File: src/design/rvIsaPkg.sv
package rvIsaPkg;

    // Major opcodes, instr[6:0]
    localparam logic [6:0] opR      = 7'b0110011;
    localparam logic [6:0] opImm    = 7'b0010011;
    localparam logic [6:0] opLoad   = 7'b0000011;
    localparam logic [6:0] opStore  = 7'b0100011;
    localparam logic [6:0] opBranch = 7'b1100011;
    localparam logic [6:0] opJal    = 7'b1101111;
    localparam logic [6:0] opJalr   = 7'b1100111;
    localparam logic [6:0] opLui    = 7'b0110111;
    localparam logic [6:0] opAuipc  = 7'b0010111;
    localparam logic [6:0] opSystem = 7'b1110011;

    typedef enum logic [3:0] {
        aluAdd,
        aluSub,
        aluSll,
        aluSlt,
        aluSltu,
        aluXor,
        aluSrl,
        aluSra,
        aluOr,
        aluAnd,
        aluMul,
        aluMulh,
        aluDiv,
        aluRem,
        aluPassB    // lui result is the immediate itself
    } aluOpT;

    typedef enum logic [2:0] {
        immI,
        immS,
        immB,
        immU,
        immJ
    } immSelT;

    // Values match funct3 of the branch encodings
    typedef enum logic [2:0] {
        brEq  = 3'b000,
        brNe  = 3'b001,
        brLt  = 3'b100,
        brGe  = 3'b101,
        brLtu = 3'b110,
        brGeu = 3'b111
    } branchCondT;

endpackage

File: src/design/corePipePkg.sv
package corePipePkg;

    typedef struct packed {
        logic [31:0] word;
        logic [31:0] pc;
    } instrInT;

    typedef struct packed {
        logic             regWrite;
        rvIsaPkg::aluOpT  aluOp;
        logic             srcAPc;      // auipc uses pc as operand A
        logic             srcBImm;
        rvIsaPkg::immSelT immSel;
        logic             isBranch;
        logic             isJump;
        logic             jumpReg;     // jalr
        logic             linkResult;  // Result is pc+4
        logic             illegal;
    } ctrlT;

    // Record held between decode and execute
    typedef struct packed {
        logic [31:0]          pc;
        ctrlT                 ctrl;
        logic [4:0]           rd;
        logic [31:0]          rs1Val;
        logic [31:0]          rs2Val;
        logic [31:0]          imm;
        rvIsaPkg::branchCondT branchCond;
    } decodedT;

    typedef struct packed {
        logic        writeEn;
        logic [4:0]  rd;
        logic [31:0] value;
    } bypassT;

    typedef struct packed {
        logic [31:0] pc;
        logic [4:0]  rd;
        logic        writeEn;
        logic [31:0] result;
        logic        taken;
        logic [31:0] nextPc;
        logic        illegal;
    } retireT;

endpackage

File: src/design/regFile.sv
`timescale 1ns/10ps

module regFile (
    input  logic                clk,
    input  logic                rstN,
    input  logic [4:0]          rs1Addr,
    input  logic [4:0]          rs2Addr,
    output logic [31:0]         rs1Data,
    output logic [31:0]         rs2Data,
    input  corePipePkg::bypassT wb
);

    // x0 has no storage
    logic [31:0] regs [1:31];

    always_ff @(posedge clk or negedge rstN) begin
        if (!rstN) begin
            for (int i = 1; i < 32; i++) begin
                regs[i] <= '0;
            end
        end else if (wb.writeEn && (wb.rd != 5'd0)) begin
            regs[wb.rd] <= wb.value;
        end
    end

    // Combinational reads
    assign rs1Data = (rs1Addr == 5'd0) ? 32'd0 : regs[rs1Addr];
    assign rs2Data = (rs2Addr == 5'd0) ? 32'd0 : regs[rs2Addr];

endmodule

File: config.mk
export PLATFORM = sky130hd
export DESIGN_NAME = regFile
export DESIGN_NICKNAME = d
export VERILOG_FILES = /design/src/design/rvIsaPkg.sv /design/src/design/corePipePkg.sv /design/src/design/regFile.sv
export SDC_FILE = /design/constraint.sdc
export NUM_CORES = 2
export LEC_CHECK = 0
export BUFFER_PORTS_ARGS = -buffer_cell sky130_fd_sc_hd__buf_2
export CAP_MARGIN = 15
export CORE_MARGIN = 5
export CORE_UTILIZATION = 55
export DETAILED_ROUTE_END_ITERATION = 7
export GPL_TIMING_DRIVEN = 0
export PLACE_DENSITY = 0.71
export SLEW_MARGIN = 20
export SYNTH_ARGS = -nofsm -noshare
export SYNTH_HDL_FRONTEND = slang
export SYNTH_SLANG_ARGS = --single-unit
File: constraint.sdc
create_clock -name clk -period 2.25 [get_ports clk]
set_input_delay 0.3375 -clock clk [delete_from_list [all_inputs] [get_ports clk]]
set_output_delay 0.3375 -clock clk [all_outputs]
set_load 0.05 [all_outputs]
==> impl_results.md <==
* Leak at 27.53 nW
* Final core utilization at 0.6464
* Top-count cell post-synth: mux2_2
* F_max at 341.2 MHz
* R2r setup slk at 1260 ps
* Routed wire per std cell at 40.22 microns
* HPWL after DPL at 137.3 mm
* Largest net degree at the start of global routing at 135
* Final setup viols at 64
* Worst setup EP type: output port
* Synth Cell Area at 0.05349 sq mm
* Cells after DPL at 5002
* Initial antenna violation count at 6
* Congestion Overflow GR at 0
* Die width at 321.9 microns
* Vias at 38.77k
* CTS tree: yes
* RSZ-0062 raised after global routing: true
* Num CTS Buffers at 109
* Seq/Total Area, Yosys at 0.4641
* Drt drc at 0
* Synth cell types at 46
* Max reg flops at 992
* Vias/cell at 7.324
* DRT antenna net count at 0
* Area leader, netlist: dfrtp_1
* Synth Warn # at 0
* Clk buf depth at 3
* Placer Congestion at 1.016
* Post-Layout Cell Count at 5293
* Total routed wirelength at 212.9 mm
* Crit path DAT at 2590 ps
* Status: finished with violations
* Post-Syn Nets at 3662
* #FFs+latches synth at 992
* Critical path required time at 1910 ps
* Failing checks: setup timing
* Critical setup path kind: flop to output port
* VDD IR-drop max at 0.0007119 V
* Clock tree root buffer cell: clkbuf_16
* Rows at 114
* Rel. slew slack at 0.2203
* # Max-Cap Violations at 0
* Cell area after layout at 0.06242 sq mm
* Largest cells by area after synthesis: dfrtp_1, mux2_2, mux4_2, mux2i_1, buf_2
* Register with the most flip-flops: regs
* Top flop regs: regs (992)
* Startpoint Class: flop
* Iter 0 DRT Violations at 5701
* Io pins at 114
* Clock slew at reported path FFs at 70 ps
* Port buffer count at 104
* Hold Crit Class: input pin to flop
* Peak fanout along the critical path at 2
* Layout area overhead at 16.69%
* Final Max Slew Viols at 0
* Synth Flop Type: dfrtp_1
* Power per cell area at 905.4 mW/mm^2
* Asr flop ratio synth at 1.000
* Yosys top cell area share at 0.4641
* Final #Nets at 3973
* Post-Synthesis Cells at 3612
* Die Height at 321.9 microns
* Final Cycle Share at 1.303
* Final WS setup at -681.2 ps
* Number of global-route vias before repair at 38.86k
* Total power draw at 56.52 mW
* H-tree depth at 3
* Hold Fails Final Rpt at 0
* Die area at 0.1036 sq mm
* Area after DPL at 0.05615 sq mm
* Clk_lat worst skew at 720 ps
* Clock sinks at 992
* Worst Skew at 0 ps
* Post-synth EDFFs at 0
* Layout cells sized above 1 at 0.5401
* Global-route wire length before repair at 293.8 mm
* Clock period minus final worst setup slack at 2931 ps
* GRT Util Overall at 0.4058
* Least-Margin Pin Slew at 1170 ps
* Top post-synthesis cells by count: mux2_2, dfrtp_1, mux4_2
* Avg Synthesized Cell Area at 14.81 sq um
* Starting density of the core at 0.5539
* Hold slack at 51.38 ps
* Placeable core area at 0.09657 sq mm
* Drt pass-1 iters at 7
stage by stage:
step	TNS, ps	setup WS [ps]
finish	-29180	-681.2
global route	-28530	-667.6
CTS	-26920	-595.6
detailed placement	-192270	-1630
global placement	-	-21160
floorplan	-709.9	-46.13
kinds of logic after synthesis:
logic type / after synthesis / synth area share
mux: 1713 / 0.4337
simple gates: 203 / 0.02051
flops: 992 / 0.4641
buf+inv: 401 / 0.03658
compound gates: 303 / 0.04510
per-layer routing:
| layer | up-vias | part of all wire | track usage |
|---|---|---|---|
| met3 | 837 | 0.14 | 0.1830 |
| met2 | 2947 | 0.42 | 0.5646 |
| li1 | 14640 | - | - |
| met5 | - | 0.0011 | 0 |
| met4 | 8 | 0.077 | 0.2508 |
| met1 | 20340 | 0.36 | 0.5205 |
layout by cell type (no fill, tap or decap), types with 21 or more instances in the layout:
master and count:
clkbuf_4 26, clkbuf_8 31, dfrtp_1 992, dlygate4sd3_1 32, mux4_2 377, mux2_2 1050
nor3_1 27, nor2_1 32, clkbuf_1 124, clkbuf_16 115, o31a_1 27, a22oi_1 86
nor2b_1 36, clkinv_2 24, clkbuf_2 28, o211ai_1 32, buf_2 134, a221oi_1 22
nand2_1 21, buf_6 95, mux2i_1 254, buf_12 22, and3_1 29, buf_4 104
buf_8 24
path summary, 6_finish.rpt:
path                           start    endpoint  cells after the start
max reg2reg                  regs[1]     regs[1]                      3
max                          regs[0]  rs1Data[0]                      5
max in group asynchronous       rstN   regs[570]                      4
min reg2reg                regs[775]   regs[775]                      1
min                            wb[0]     regs[0]                      2
min in group asynchronous       rstN    regs[68]                      2
worst max-delay path, cell delays in order, from the launching register on:
cell and delay (ps):
dfrtp_1 400, mux4_2 500, mux2i_1 160, o22a_1 170, o211ai_1 310, buf_4 320
report_power, final:
part           internal [mW]  switching, mW  total (mW)  leakage, nW
clock network           11.1           7.84        18.9         1.85
logic                   7.33           6.22        13.6         13.0
registers               21.3           2.67        24.0         12.7
total                   39.8           16.7        56.5         27.5
area by class of cell:
type	instances	area (sq um)
diodes	7	17.52
plain buffers	389	2861
clock buffers	158	3247
clock inverters	40	480.5
fillers	7095	34140
inverters	9	41.29
multi-input cells	2219	27350
flip-flops and latches	992	24820
well taps	1276	1597
repair buffers	203	2004
repair_timing:
| item | CTS | global route |
|---|---|---|
| pin swaps | 49 | 35 |
| buffers inserted | 40 | 15 |
| gates resized for setup | 412 | 86 |
| hold buffers | 32 | 0 |
| endpoints found under the setup margin | 64 | 176 |
| endpoints found under the hold margin | 108 | 0 |
| gates cloned | 0 | 2 |
Note: power is estimated with default switching activity, not from simulation.
