--- src/design/rvIsaPkg.sv ---
package rvIsaPkg;

    // Major opcodes, instr[6:0]
    localparam logic [6:0] opR      = 7'b0110011;
    localparam logic [6:0] opImm    = 7'b0010011;
    localparam logic [6:0] opLoad   = 7'b0000011;
    localparam logic [6:0] opStore  = 7'b0100011;
    localparam logic [6:0] opBranch = 7'b1100011;
    localparam logic [6:0] opJal    = 7'b1101111;
    localparam logic [6:0] opJalr   = 7'b1100111;
    localparam logic [6:0] opLui    = 7'b0110111;
    localparam logic [6:0] opAuipc  = 7'b0010111;
    localparam logic [6:0] opSystem = 7'b1110011;

    typedef enum logic [3:0] {
        aluAdd,
        aluSub,
        aluSll,
        aluSlt,
        aluSltu,
        aluXor,
        aluSrl,
        aluSra,
        aluOr,
        aluAnd,
        aluMul,
        aluMulh,
        aluDiv,
        aluRem,
        aluPassB    // lui result is the immediate itself
    } aluOpT;

    typedef enum logic [2:0] {
        immI,
        immS,
        immB,
        immU,
        immJ
    } immSelT;

    // Values match funct3 of the branch encodings
    typedef enum logic [2:0] {
        brEq  = 3'b000,
        brNe  = 3'b001,
        brLt  = 3'b100,
        brGe  = 3'b101,
        brLtu = 3'b110,
        brGeu = 3'b111
    } branchCondT;

endpackage

--- src/design/corePipePkg.sv ---
package corePipePkg;

    typedef struct packed {
        logic [31:0] word;
        logic [31:0] pc;
    } instrInT;

    typedef struct packed {
        logic             regWrite;
        rvIsaPkg::aluOpT  aluOp;
        logic             srcAPc;      // auipc uses pc as operand A
        logic             srcBImm;
        rvIsaPkg::immSelT immSel;
        logic             isBranch;
        logic             isJump;
        logic             jumpReg;     // jalr
        logic             linkResult;  // Result is pc+4
        logic             illegal;
    } ctrlT;

    // Record held between decode and execute
    typedef struct packed {
        logic [31:0]          pc;
        ctrlT                 ctrl;
        logic [4:0]           rd;
        logic [31:0]          rs1Val;
        logic [31:0]          rs2Val;
        logic [31:0]          imm;
        rvIsaPkg::branchCondT branchCond;
    } decodedT;

    typedef struct packed {
        logic        writeEn;
        logic [4:0]  rd;
        logic [31:0] value;
    } bypassT;

    typedef struct packed {
        logic [31:0] pc;
        logic [4:0]  rd;
        logic        writeEn;
        logic [31:0] result;
        logic        taken;
        logic [31:0] nextPc;
        logic        illegal;
    } retireT;

endpackage

--- src/design/controlUnit.sv ---
`timescale 1ns/10ps

module controlUnit #(
    parameter bit hasMulDiv = 1'b1
) (
    input  logic [31:0]          instr,
    output corePipePkg::ctrlT    ctrl,
    output rvIsaPkg::branchCondT branchCond
);

    logic [6:0] opcode;
    logic [2:0] funct3;
    logic [6:0] funct7;

    assign opcode = instr[6:0];
    assign funct3 = instr[14:12];
    assign funct7 = instr[31:25];

    // Only meaningful for branches, execute ignores it otherwise
    assign branchCond = rvIsaPkg::branchCondT'(funct3);

    always_comb begin
        ctrl = '0;
        ctrl.aluOp  = rvIsaPkg::aluAdd;
        ctrl.immSel = rvIsaPkg::immI;

        case (opcode)
            rvIsaPkg::opR: begin
                ctrl.regWrite = 1'b1;
                case (funct7)
                    7'b0000000: begin
                        case (funct3)
                            3'b000: ctrl.aluOp = rvIsaPkg::aluAdd;
                            3'b001: ctrl.aluOp = rvIsaPkg::aluSll;
                            3'b010: ctrl.aluOp = rvIsaPkg::aluSlt;
                            3'b011: ctrl.aluOp = rvIsaPkg::aluSltu;
                            3'b100: ctrl.aluOp = rvIsaPkg::aluXor;
                            3'b101: ctrl.aluOp = rvIsaPkg::aluSrl;
                            3'b110: ctrl.aluOp = rvIsaPkg::aluOr;
                            default: ctrl.aluOp = rvIsaPkg::aluAnd;
                        endcase
                    end
                    7'b0100000: begin
                        case (funct3)
                            3'b000: ctrl.aluOp = rvIsaPkg::aluSub;
                            3'b101: ctrl.aluOp = rvIsaPkg::aluSra;
                            default: ctrl.illegal = 1'b1;
                        endcase
                    end
                    7'b0000001: begin
                        // M subset, signed forms only
                        case (funct3)
                            3'b000: ctrl.aluOp = rvIsaPkg::aluMul;
                            3'b001: ctrl.aluOp = rvIsaPkg::aluMulh;
                            3'b100: ctrl.aluOp = rvIsaPkg::aluDiv;
                            3'b110: ctrl.aluOp = rvIsaPkg::aluRem;
                            default: ctrl.illegal = 1'b1;
                        endcase
                        if (!hasMulDiv) ctrl.illegal = 1'b1;
                    end
                    default: ctrl.illegal = 1'b1;
                endcase
            end
            rvIsaPkg::opImm: begin
                ctrl.regWrite = 1'b1;
                ctrl.srcBImm  = 1'b1;
                case (funct3)
                    3'b000: ctrl.aluOp = rvIsaPkg::aluAdd;
                    3'b010: ctrl.aluOp = rvIsaPkg::aluSlt;
                    3'b011: ctrl.aluOp = rvIsaPkg::aluSltu;
                    3'b100: ctrl.aluOp = rvIsaPkg::aluXor;
                    3'b110: ctrl.aluOp = rvIsaPkg::aluOr;
                    3'b111: ctrl.aluOp = rvIsaPkg::aluAnd;
                    3'b001: begin
                        ctrl.aluOp   = rvIsaPkg::aluSll;
                        ctrl.illegal = (funct7 != 7'b0000000);
                    end
                    default: begin // Shift right, funct7 picks srai
                        if (funct7 == 7'b0000000) ctrl.aluOp = rvIsaPkg::aluSrl;
                        else if (funct7 == 7'b0100000) ctrl.aluOp = rvIsaPkg::aluSra;
                        else ctrl.illegal = 1'b1;
                    end
                endcase
            end
            rvIsaPkg::opBranch: begin
                ctrl.isBranch = 1'b1;
                ctrl.immSel   = rvIsaPkg::immB;
                ctrl.illegal  = (funct3 == 3'b010) || (funct3 == 3'b011);
            end
            rvIsaPkg::opJal: begin
                ctrl.regWrite   = 1'b1;
                ctrl.isJump     = 1'b1;
                ctrl.linkResult = 1'b1;
                ctrl.immSel     = rvIsaPkg::immJ;
            end
            rvIsaPkg::opJalr: begin
                ctrl.regWrite   = 1'b1;
                ctrl.isJump     = 1'b1;
                ctrl.jumpReg    = 1'b1;
                ctrl.linkResult = 1'b1;
                ctrl.illegal    = (funct3 != 3'b000);
            end
            rvIsaPkg::opLui: begin
                ctrl.regWrite = 1'b1;
                ctrl.aluOp    = rvIsaPkg::aluPassB;
                ctrl.srcBImm  = 1'b1;
                ctrl.immSel   = rvIsaPkg::immU;
            end
            rvIsaPkg::opAuipc: begin
                ctrl.regWrite = 1'b1;
                ctrl.srcAPc   = 1'b1;
                ctrl.srcBImm  = 1'b1;
                ctrl.immSel   = rvIsaPkg::immU;
            end
            rvIsaPkg::opLoad, rvIsaPkg::opStore, rvIsaPkg::opSystem: begin
                ctrl.illegal = 1'b1; // No memory or trap support
            end
            default: ctrl.illegal = 1'b1;
        endcase

        if (ctrl.illegal) ctrl.regWrite = 1'b0;
    end

endmodule

--- src/design/decodeStage.sv ---
`timescale 1ns/10ps

module decodeStage #(
    parameter bit hasMulDiv = 1'b1
) (
    input  logic                 clk,
    input  logic                 rstN,
    input  logic                 instrValid,
    input  corePipePkg::instrInT instr,
    input  corePipePkg::bypassT  wb,
    output logic [4:0]           rs1Addr,
    output logic [4:0]           rs2Addr,
    input  logic [31:0]          rs1Data,
    input  logic [31:0]          rs2Data,
    output logic                 decValid,
    output corePipePkg::decodedT dec
);

    corePipePkg::ctrlT    ctrl;
    rvIsaPkg::branchCondT branchCond;
    logic [31:0]          imm;
    logic [31:0]          rs1Val;
    logic [31:0]          rs2Val;
    logic [31:0]          iw;

    assign iw = instr.word;

    controlUnit #(.hasMulDiv(hasMulDiv)) control_i (
        .instr      (iw),
        .ctrl       (ctrl),
        .branchCond (branchCond)
    );

    // Sign-extended immediate per format
    always_comb begin
        case (ctrl.immSel)
            rvIsaPkg::immI: imm = {{20{iw[31]}}, iw[31:20]};
            rvIsaPkg::immS: imm = {{20{iw[31]}}, iw[31:25], iw[11:7]};
            rvIsaPkg::immB: imm = {{19{iw[31]}}, iw[31], iw[7], iw[30:25], iw[11:8], 1'b0};
            rvIsaPkg::immU: imm = {iw[31:12], 12'd0};
            rvIsaPkg::immJ: imm = {{11{iw[31]}}, iw[31], iw[19:12], iw[20], iw[30:21], 1'b0};
            default:        imm = 32'd0;
        endcase
    end

    assign rs1Addr = iw[19:15];
    assign rs2Addr = iw[24:20];

    // Execute result lands in the file at the same edge, so take it from wb
    assign rs1Val = (wb.writeEn && (wb.rd == rs1Addr) && (rs1Addr != 5'd0)) ? wb.value : rs1Data;
    assign rs2Val = (wb.writeEn && (wb.rd == rs2Addr) && (rs2Addr != 5'd0)) ? wb.value : rs2Data;

    always_ff @(posedge clk or negedge rstN) begin
        if (!rstN) decValid <= 1'b0;
        else       decValid <= instrValid;
    end

    always_ff @(posedge clk) begin
        if (instrValid) begin
            dec.pc         <= instr.pc;
            dec.ctrl       <= ctrl;
            dec.rd         <= iw[11:7];
            dec.rs1Val     <= rs1Val;
            dec.rs2Val     <= rs2Val;
            dec.imm        <= imm;
            dec.branchCond <= branchCond;
        end
    end

endmodule

--- config.mk ---
export PLATFORM = sky130hd
export DESIGN_NAME = decodeStage
export DESIGN_NICKNAME = d
export VERILOG_FILES = /design/src/design/rvIsaPkg.sv /design/src/design/corePipePkg.sv /design/src/design/controlUnit.sv /design/src/design/decodeStage.sv
export SDC_FILE = /design/constraint.sdc
export NUM_CORES = 1
export LEC_CHECK = 0
export ABC_CLOCK_PERIOD_IN_PS = 800
export BUFFER_PORTS_ARGS = -buffer_cell sky130_fd_sc_hd__buf_2
export CAP_MARGIN = 20
export CELL_PAD_IN_SITES_DETAIL_PLACEMENT = 0
export CELL_PAD_IN_SITES_GLOBAL_PLACEMENT = 1
export CORE_MARGIN = 2
export CORE_UTILIZATION = 32
export CTS_CLUSTER_SIZE = 40
export DETAILED_ROUTE_END_ITERATION = 8
export GPL_TIMING_DRIVEN = 1
export HOLD_SLACK_MARGIN = 0.12
export PLACE_DENSITY = 0.81
export SETUP_SLACK_MARGIN = 0.02
export SYNTH_ARGS = -nofsm -noshare
export SYNTH_HDL_FRONTEND = slang
export SYNTH_SLANG_ARGS = --single-unit
--- constraint.sdc ---
create_clock -name clk -period 0.8 [get_ports clk]
set_input_delay 0.16 -clock clk [delete_from_list [all_inputs] [get_ports clk]]
set_output_delay 0.16 -clock clk [all_outputs]
set_load 0.01 [all_outputs]
==> run metrics, run 1 <==
status=finished with violations; failing checks=negative setup slack; pin slew with the least headroom to its limit=426 ps; fin crit period=1280 ps; dpl ws=-1010 ps; hold buffers post-CTS=40; largest net degree at the start of global routing=46; CTS H-Tree Depth=4; post-DP HPWL=14800 um; Setup crit start kind=primary input; Die Area=21000 um2; Async SR Flop Fraction=0.662%; Leakage Power=4.69 nW; Slew HR=71.5%; Non-Filler Instances=1118; Initial Util=32.6%; Worst path top cell family by delay=simple AND/OR/NAND/NOR gates; total gr overflow=0; Pins Over Slew Limit=0; cell area after synthesis=6350 um2; total track usage=17.9%; max_cap viols=0; synthesis-to-layout area growth=69.9%; Buf+Inv Stages, Crit Path=1; routed via count=5144; Post-synth EDFFs=150; CTS tree=done; dpl cells=1028; sequential cell area fraction in the yosys report=71.4%; Storage cell area=4530 um2; # fillers=between 1500 and 2000; Sink Count=around 150; Crit Path Max Fanout=4; final-stage net count=1007; Tcrit/Tclk final=160%; crit-path cells=buf_6 > or3b_4 > or2_4 > or3_4 > o32ai_2; delay of the slowest critical-path stage=410 ps; CP arrival=1520 ps; footprint of the multi-input gates=2230 um2; clk buf depth=2; CP max stage cell=or3b_4; final setup vio count=between 200 and 300; Die Y=around 140 um; CP Capture Type=register; Worst Path Required=1050 ps; RSZ-0062 raised after global routing=true; core box area=19500 um2; number of vias per cell=4.60; CTS clock-pin slew for the worst setup and hold paths=70 ps; minimum hold slack=37.2 ps; vias in the first global route=~5000; dominant synthesized flop cell=edfxtp_1; post-synthesis register bit count=151; Peak supply drop=0.00135 V; layout cells sized above 1=67.0%; root buffer cell=clkbuf_16; port bufs=330; worst hold path type=primary input to register; mean post-synth cell area=16.2 um2; gpl congestion=0.859; Highest Clock Rate=783 MHz; final-report hold violation count=0; final antenna-violating net count=0; Worst Setup Path Type=primary input to register; DRC violations left=0; Pre-antenna DRT Iters=4; Top Ports=331; Synth Net Count=~560; Yosys warning count=0; Synth cell types=just over 50; pwr/cell area=1890 nW/um2; drt wl/cell=18.6 um; final worst slack=-477 ps; drt first-iter violations=223; final WL=approximately 21000 um; row cnt=51; Die W=145 um; clock buffer count from CTS=17; Gate Count Post-Synth=392; first-pass GRT wire length=27500 um; initial antenna violation count=2
sequential cells by signal, summed over array words and instances, names as in the netlist:
signal    flops
decValid      1
dec         150
per-layer routing:
layer	part of all wire, %	global-route usage (%)
met1	39	21.0
met2	52	31.7
met3	6.3	4.24
met4	2.1	6.59
met5	0	0
cell type report:
class | count | area share [%]
well taps | 265 | 3.07
repair buffers | 459 | 28.7
diodes | 2 | 0.0464
inverters | 6 | 0.325
clock inverters | 14 | 1.22
multi-input cells | 203 | 20.7
clock buffers | 18 | 3.98
flip-flops and latches | 151 | 42.0
cells in the mapped netlist (2+ instances only):
library cell,instances,share of area (%)
a211o_1,2,0.28
a21o_1,19,2.2
a21oi_1,6,0.47
a31oi_1,3,0.30
and2_1,6,0.59
buf_2,10,0.79
buf_4,11,1.3
clkbuf_1,11,0.65
edfxtp_1,150,71
inv_1,5,0.30
mux2_1,6,1.1
mux2_2,58,10
nand2_1,15,0.89
nand3_1,5,0.39
nand3b_1,3,0.35
nor2_1,13,0.77
nor2b_1,4,0.39
nor3_1,3,0.24
nor3b_1,3,0.35
nor4_1,5,0.49
o21a_1,2,0.24
o21ai_0,9,0.71
o22ai_1,2,0.20
o31ai_1,2,0.24
o41ai_1,2,0.28
or2_1,3,0.30
xnor2_1,9,1.2
xor2_1,2,0.28
placed cells by master, fill, tap and decap left out, types with 5 or more instances in the layout:
master	synthesis	final
a21o_1	19	19
and2_4	0	5
buf_12	0	11
buf_2	10	312
buf_4	11	66
buf_6	1	24
clkbuf_16	0	21
dlygate4sd3_1	0	40
edfxtp_1	150	150
inv_1	5	5
inv_8	0	5
mux2_4	0	63
nand2_1	15	8
nor2_1	13	9
o21ai_0	9	5
logic make-up after synthesis:
family	after synthesis	synth area share, %
buf+inv	39	3.27
simple gates	65	5.38
compound gates	62	7.10
xor+xnor	11	1.52
mux	64	11.4
flops	151	71.4
report_power, final:
part	switching, W	internal [W]	total, W
clock network	0.00353	0.00411	0.00764
logic	0.00151	0.00162	0.00313
registers	0.000160	0.00940	0.00956
stage by stage:
| stage | power (W) | util [%] | TNS, ps | area [um2] |
|---|---|---|---|---|
| CTS | 0.0203 | 53.1 | -87290 | 10300 |
| floorplan | 0.0108 | - | -70160 | 6770 |
| detailed placement | 0.0124 | 46.9 | -107080 | 9130 |
| finish | 0.0203 | 55.4 | -87090 | 10800 |
| global placement | 0.0124 | 46.9 | -105160 | 9130 |
| global route | 0.0211 | 55.4 | -95920 | 10800 |
worst paths after layout:
path	from	end	depth (start not counted)
worst min-delay path	rs2Data[7]	dec[42]	2
max in group asynchronous	rstN	decValid	3
worst max-delay path	instr[35]	dec[114]	5
min in group asynchronous	rstN	decValid	3
what timing repair did:
| item | in CTS | in global routing |
|---|---|---|
| endpoints found under the hold margin | 120 | 74 |
| pin swaps | 10 | 12 |
| setup buffers | 7 | 5 |
| setup endpoints to repair | 259 | 260 |
| cloned | 2 | 4 |
| resized for setup | 39 | 65 |
(Power assumes the default switching activity.)
==> inputs of run 2 (changes only) <==
- MAX_ROUTING_LAYER: not set -> met4
==> run 2 against run 1 <==
Against the previous run: the run still ends with negative setup slack left; worst setup slack gained 8.8 ps; combinational power is essentially flat; first-iteration DRC count shrank 2.2%; cell area is essentially flat; largest power group unchanged.
==> run metrics, run 2 (synthesis results as in run 1) <==
pin slew with the least headroom to its limit=425 ps (was 426 ps); clock buffer count from CTS=17 (unchanged); final-stage net count=1007 (unchanged); largest net degree at the start of global routing=46 (unchanged); core box area=19500 um2 (unchanged); CTS clock-pin slew for the worst setup and hold paths=70 ps (about the same); worst hold path type=primary input to register (unchanged); max reg flops=150 (unchanged); drt wl/cell=18.5 um (was 18.6 um); max_cap viols=0 (unchanged); clk buf depth=2 (unchanged); CP Capture Type=register (unchanged); dpl ws=-1010 ps (unchanged); number of vias per cell=4.57 (was 4.60); Setup Total Neg Slack=-87060 ps (was -87090 ps); commonest non-fill, non-tap cell in the layout=buf_2 (unchanged); port bufs=330 (unchanged); first-pass GRT wire length=27600 um (was 27500 um); Worst Setup Path Type=primary input to register (unchanged); Tcrit/Tclk final=159% (was 160%); Die Area=21000 um2 (unchanged); vias in the first global route=4979 (was 4987); CTS H-Tree Depth=4 (unchanged); post-DP HPWL=14800 um (unchanged); Initial Util=32.6% (unchanged); row cnt=51 (unchanged); routed via count=5107 (was 5144); layout cells sized above 1=67.0% (unchanged); Peak supply drop=0.00138 V (was 0.00135 V); Largest regs=dec: 150 flops, decValid: 1 flops (unchanged); Hold Crit Start=rs1Data[12] (was rs2Data[7]); Crit Path Max Fanout=9 (was 4); Reg with most FFs=dec (unchanged); fin crit period=1270 ps (was 1280 ps); Leakage Power=4.69 nW (about the same); final WL=20700 um (was 20800 um); RSZ-0062 raised after global routing=true (unchanged); status=finished with violations (unchanged); total gr overflow=0 (unchanged); Die W=145 um (unchanged); minimum hold slack=31.6 ps (was 37.2 ps); gpl congestion=0.873 (was 0.859); hold buffers post-CTS=40 (unchanged); # fillers=1579 (was 1576); final setup vio count=259 (unchanged); most frequent cells in the layout=buf_2, edfxtp_1, buf_4, mux2_4, dlygate4sd3_1 (unchanged); Worst Path Required=970 ps (was 1050 ps); CTS tree=done (unchanged); Highest Clock Rate=789 MHz (was 783 MHz); CP arrival=1440 ps (was 1520 ps); final antenna-violating net count=0 (unchanged); total track usage=18.4% (was 17.9%); Die Y=145 um (unchanged); initial antenna violation count=1 (was 2); Slew HR=71.6% (was 71.5%); drt first-iter violations=218 (was 223); synthesis-to-layout area growth=69.8% (was 69.9%); final worst slack=-468 ps (was -477 ps); Sink Count=151 (unchanged); Pre-antenna DRT Iters=4 (unchanged); pwr/cell area=1890 nW/um2 (about the same); failing checks=negative setup slack (unchanged); Top Ports=331 (unchanged); CP Launch Point=instr[48] (was instr[35]); DRC violations left=0 (unchanged); Setup crit start kind=primary input (unchanged); root buffer cell=clkbuf_16 (unchanged); final-report hold violation count=0 (unchanged); Pins Over Slew Limit=0 (unchanged)
run 2: cell count changes in the layout (fill, tap and decap cells not counted):
cell     previous run  this run
buf_2             312       313
buf_6              24        23
diode_2             2         1
run 2: per-layer routing:
metal | track usage (%) | share of wire (%) | vias up
met5 | - | 0 | -
met4 | 7.05 | 2.0 | 0
met3 | 3.65 | 6.5 | 30
met2 | 31.6 | 52 | 199
met1 | 21.2 | 39 | 2478
li1 | - | - | 2400
run 2: power breakdown:
group	switching [W]	leakage, nW	internal (W)
combinational	0.00151	2.94	0.00162
clock	0.00355	0.267	0.00411
sequential	0.000158	1.48	0.00940
run 2: what timing repair did:
item / in CTS / in global routing
setup buffers: 7 / 5
gates cloned: 2 / 4
pin swaps: 10 / 12
gates resized for setup: 39 / 64
hold endpoints to repair: 120 / 71
setup endpoints to repair: 259 / 260
run 2: final cells by class:
type	instances	area, um2	share of cell area [%]
Multi-Input combinational cell	203	2230	20.7
Sequential cell	151	4530	42.0
Clock inverter	14	131	1.22
Tap cell	265	332	3.08
Inverter	6	35.0	0.325
Clock buffer	18	429	3.98
Timing Repair Buffer	459	3080	28.6
Antenna cell	1	2.50	0.0232
run 2: worst max-delay path: stages:
cell and delay (ps):
buf_4 140, xnor2_2 160, nand2_2 90, a211oi_4 250, buf_12 180, buf_12 130, mux2_2 320
run 2: final timing paths:
kind	endpoint	slack (ps)	cells after the start
min	dec[79]	30	2
max	dec[68]	-470	7
max in group asynchronous	decValid	140	3
min in group asynchronous	decValid	560	3
run 2: stage by stage:
step,area [um2],total power [W],utilization [%],instances
floorplan,6770,0.0108,-,392
global placement,9130,0.0124,46.9,1028
detailed placement,9130,0.0124,46.9,1028
CTS,10300,0.0203,53.1,1109
global route,10800,0.0211,55.4,1117
finish,10800,0.0203,55.4,1117
==> inputs of run 3 (changes only) <==
--- a/config.mk
+++ b/config.mk
@@ -20,2 +20,3 @@
 export PLACE_DENSITY = 0.81
+export REMOVE_ABC_BUFFERS = 1
 export SETUP_SLACK_MARGIN = 0.02
==> constraint.sdc (replaced) <==
create_clock -name clk -period 0.8 [get_ports clk]
set_input_delay 0.04 -clock clk [delete_from_list [all_inputs] [get_ports clk]]
set_output_delay 0.04 -clock clk [all_outputs]
set_load 0.01 [all_outputs]
==> run 3 against run 2 <==
Against the previous run: the flow finishes with violations (negative hold slack, negative setup slack); highest routed layer unchanged; largest power group unchanged; cell count is 9.2% higher; critical path depth is the same; critical endpoint is now dec[72]; maximum frequency is 7.8% higher; die area is the same; hold slack lost 75 ps.
==> run metrics, run 3 (synthesis results as in run 1) <==
status=finished with violations (unchanged); Sink Count=151 (unchanged); port bufs=330 (unchanged); Worst Setup Path Type=primary input to register (unchanged); dpl ws=-990 ps (was -1010 ps); drt first-iter violations=253 (was 218); final-report hold violation count=6 (was 0); Die W=145 um (unchanged); CTS tree=done (unchanged); Final Instance Area=12000 um2 (was 10800 um2); root buffer cell=clkbuf_16 (unchanged); final antenna-violating net count=0 (unchanged); Largest regs=dec: 150 flops, decValid: 1 flops (unchanged); Final Total Pwr=0.0209 W (was 0.0203 W); row cnt=51 (unchanged); largest net degree at the start of global routing=48 (was 46); RSZ-0062 raised after global routing=true (unchanged); Highest Clock Rate=850 MHz (was 789 MHz); drt wl/cell=19.8 um (was 18.5 um); synthesis-to-layout area growth=88.8% (was 69.8%); Pre-antenna DRT Iters=4 (unchanged); final WL=24200 um (was 20700 um); CP arrival=1340 ps (was 1440 ps); pwr/cell area=1750 nW/um2 (was 1890 nW/um2); worst hold path type=primary input to register (unchanged); layout cells sized above 1=60.6% (was 67.0%); vias in the first global route=5943 (was 4979); number of vias per cell=4.72 (was 4.57); Crit Path Max Fanout=8 (was 9); fin crit period=1180 ps (was 1270 ps); DRC violations left=0 (unchanged); most frequent cells in the layout=buf_2, edfxtp_1, dlygate4sd3_1, mux2_4, buf_4 (was buf_2, edfxtp_1, buf_4, mux2_4, dlygate4sd3_1); Final Core Density=61.6% (was 55.4%); clock buffer count from CTS=17 (unchanged); minimum hold slack=-43.2 ps (was 31.6 ps); final setup vio count=257 (was 259); pin slew with the least headroom to its limit=425 ps (about the same); Reg with most FFs=dec (unchanged); CP Capture Type=register (unchanged); Initial Util=32.6% (unchanged); Worst Path Required=960 ps (was 970 ps); Pins Over Slew Limit=0 (unchanged); Die Area=21000 um2 (unchanged); Die Y=145 um (unchanged); Leakage Power=5.17 nW (was 4.69 nW); final worst slack=-376 ps (was -468 ps); clk buf depth=2 (unchanged); CTS clock-pin slew for the worst setup and hold paths=60 ps (was 70 ps); total gr overflow=0 (unchanged); Peak supply drop=0.00133 V (was 0.00138 V); core box area=19500 um2 (unchanged); max reg flops=150 (unchanged); commonest non-fill, non-tap cell in the layout=buf_2 (unchanged); initial antenna violation count=0 (was 1); Placement Cell Area=8730 um2 (was 9130 um2); Top Ports=331 (unchanged); routed via count=5755 (was 5107); gpl congestion=0.827 (was 0.873); total track usage=21.8% (was 18.4%); CTS H-Tree Depth=4 (unchanged); Setup crit start kind=primary input (unchanged); failing checks=negative hold slack, negative setup slack (was negative setup slack); Tcrit/Tclk final=147% (was 159%); Slew HR=71.5% (was 71.6%); post-DP HPWL=14300 um (was 14800 um); first-pass GRT wire length=32600 um (was 27600 um); final-stage net count=1110 (was 1007); max_cap viols=0 (unchanged)
run 3: changes by cell type in the layout (fill, tap and decap cells not counted), sizes merged:
cell,before,now
nor2,14,13
clkinv,4,5
buf,415,419
dlygate4sd3,40,141
inv,13,12
clkbuf,22,20
dlymetal6s4s,0,1
run 3: metrics by stage:
stage          instances  setup TNS [ps]
6_report            1220          -57960
5_1_grt             1219          -67960
4_1_cts             1210          -60640
3_5_place_dp        1016          -93540
3_3_place_gp        1016          -89330
2_1_floorplan        359         -159690
run 3: worst paths after layout:
kind,from,to,cells after the start
max in group asynchronous,rstN,decValid,3
worst max-delay path,wb[34],dec[72],7
worst min-delay path,wb[25],dec[60],2
min in group asynchronous,rstN,decValid,3
run 3: layer usage:
layer | global-route usage (%) | part of all wire, % | routed length [um] | vias to the layer above
met5 | - | 0 | 0 | -
met4 | 10.1 | 3.1 | 760 | 0
met3 | 4.94 | 6.9 | 1660 | 54
met2 | 36.2 | 52 | 12500 | 266
met1 | 25.3 | 38 | 9280 | 2824
li1 | - | - | - | 2611
run 3: layout make-up:
cell class	instances	area, um2
Tap cell	265	332
Multi-Input combinational cell	202	2290
Antenna cell	1	2.50
Inverter	6	27.5
Sequential cell	151	4530
Clock inverter	14	136
Fill cell	1446	7480
Clock buffer	18	429
Timing Repair Buffer	563	4240
run 3: report_power, final:
| part | switching (W) | leakage (nW) | internal [W] | total [W] |
|---|---|---|---|---|
| registers | 0.000183 | 1.48 | 0.00940 | 0.00958 |
| logic | 0.00167 | 3.43 | 0.00203 | 0.00370 |
| clock network | 0.00356 | 0.266 | 0.00411 | 0.00766 |
run 3: timing repair:
item | CTS | global route
gates cloned | 7 | 2
setup buffers | 21 | 3
hold buffers | 135 | 7
endpoints found under the hold margin | 155 | 36
setup endpoints to repair | 257 | 278
resized for setup | 160 | 65
pin swaps | 34 | 19
run 3: critical path, stage by stage:
cell       delay, ps
buf_12           120
xnor2_4          150
nand3_2          110
a211oi_4         260
buf_6            170
clkbuf_16        180
mux2_4           300
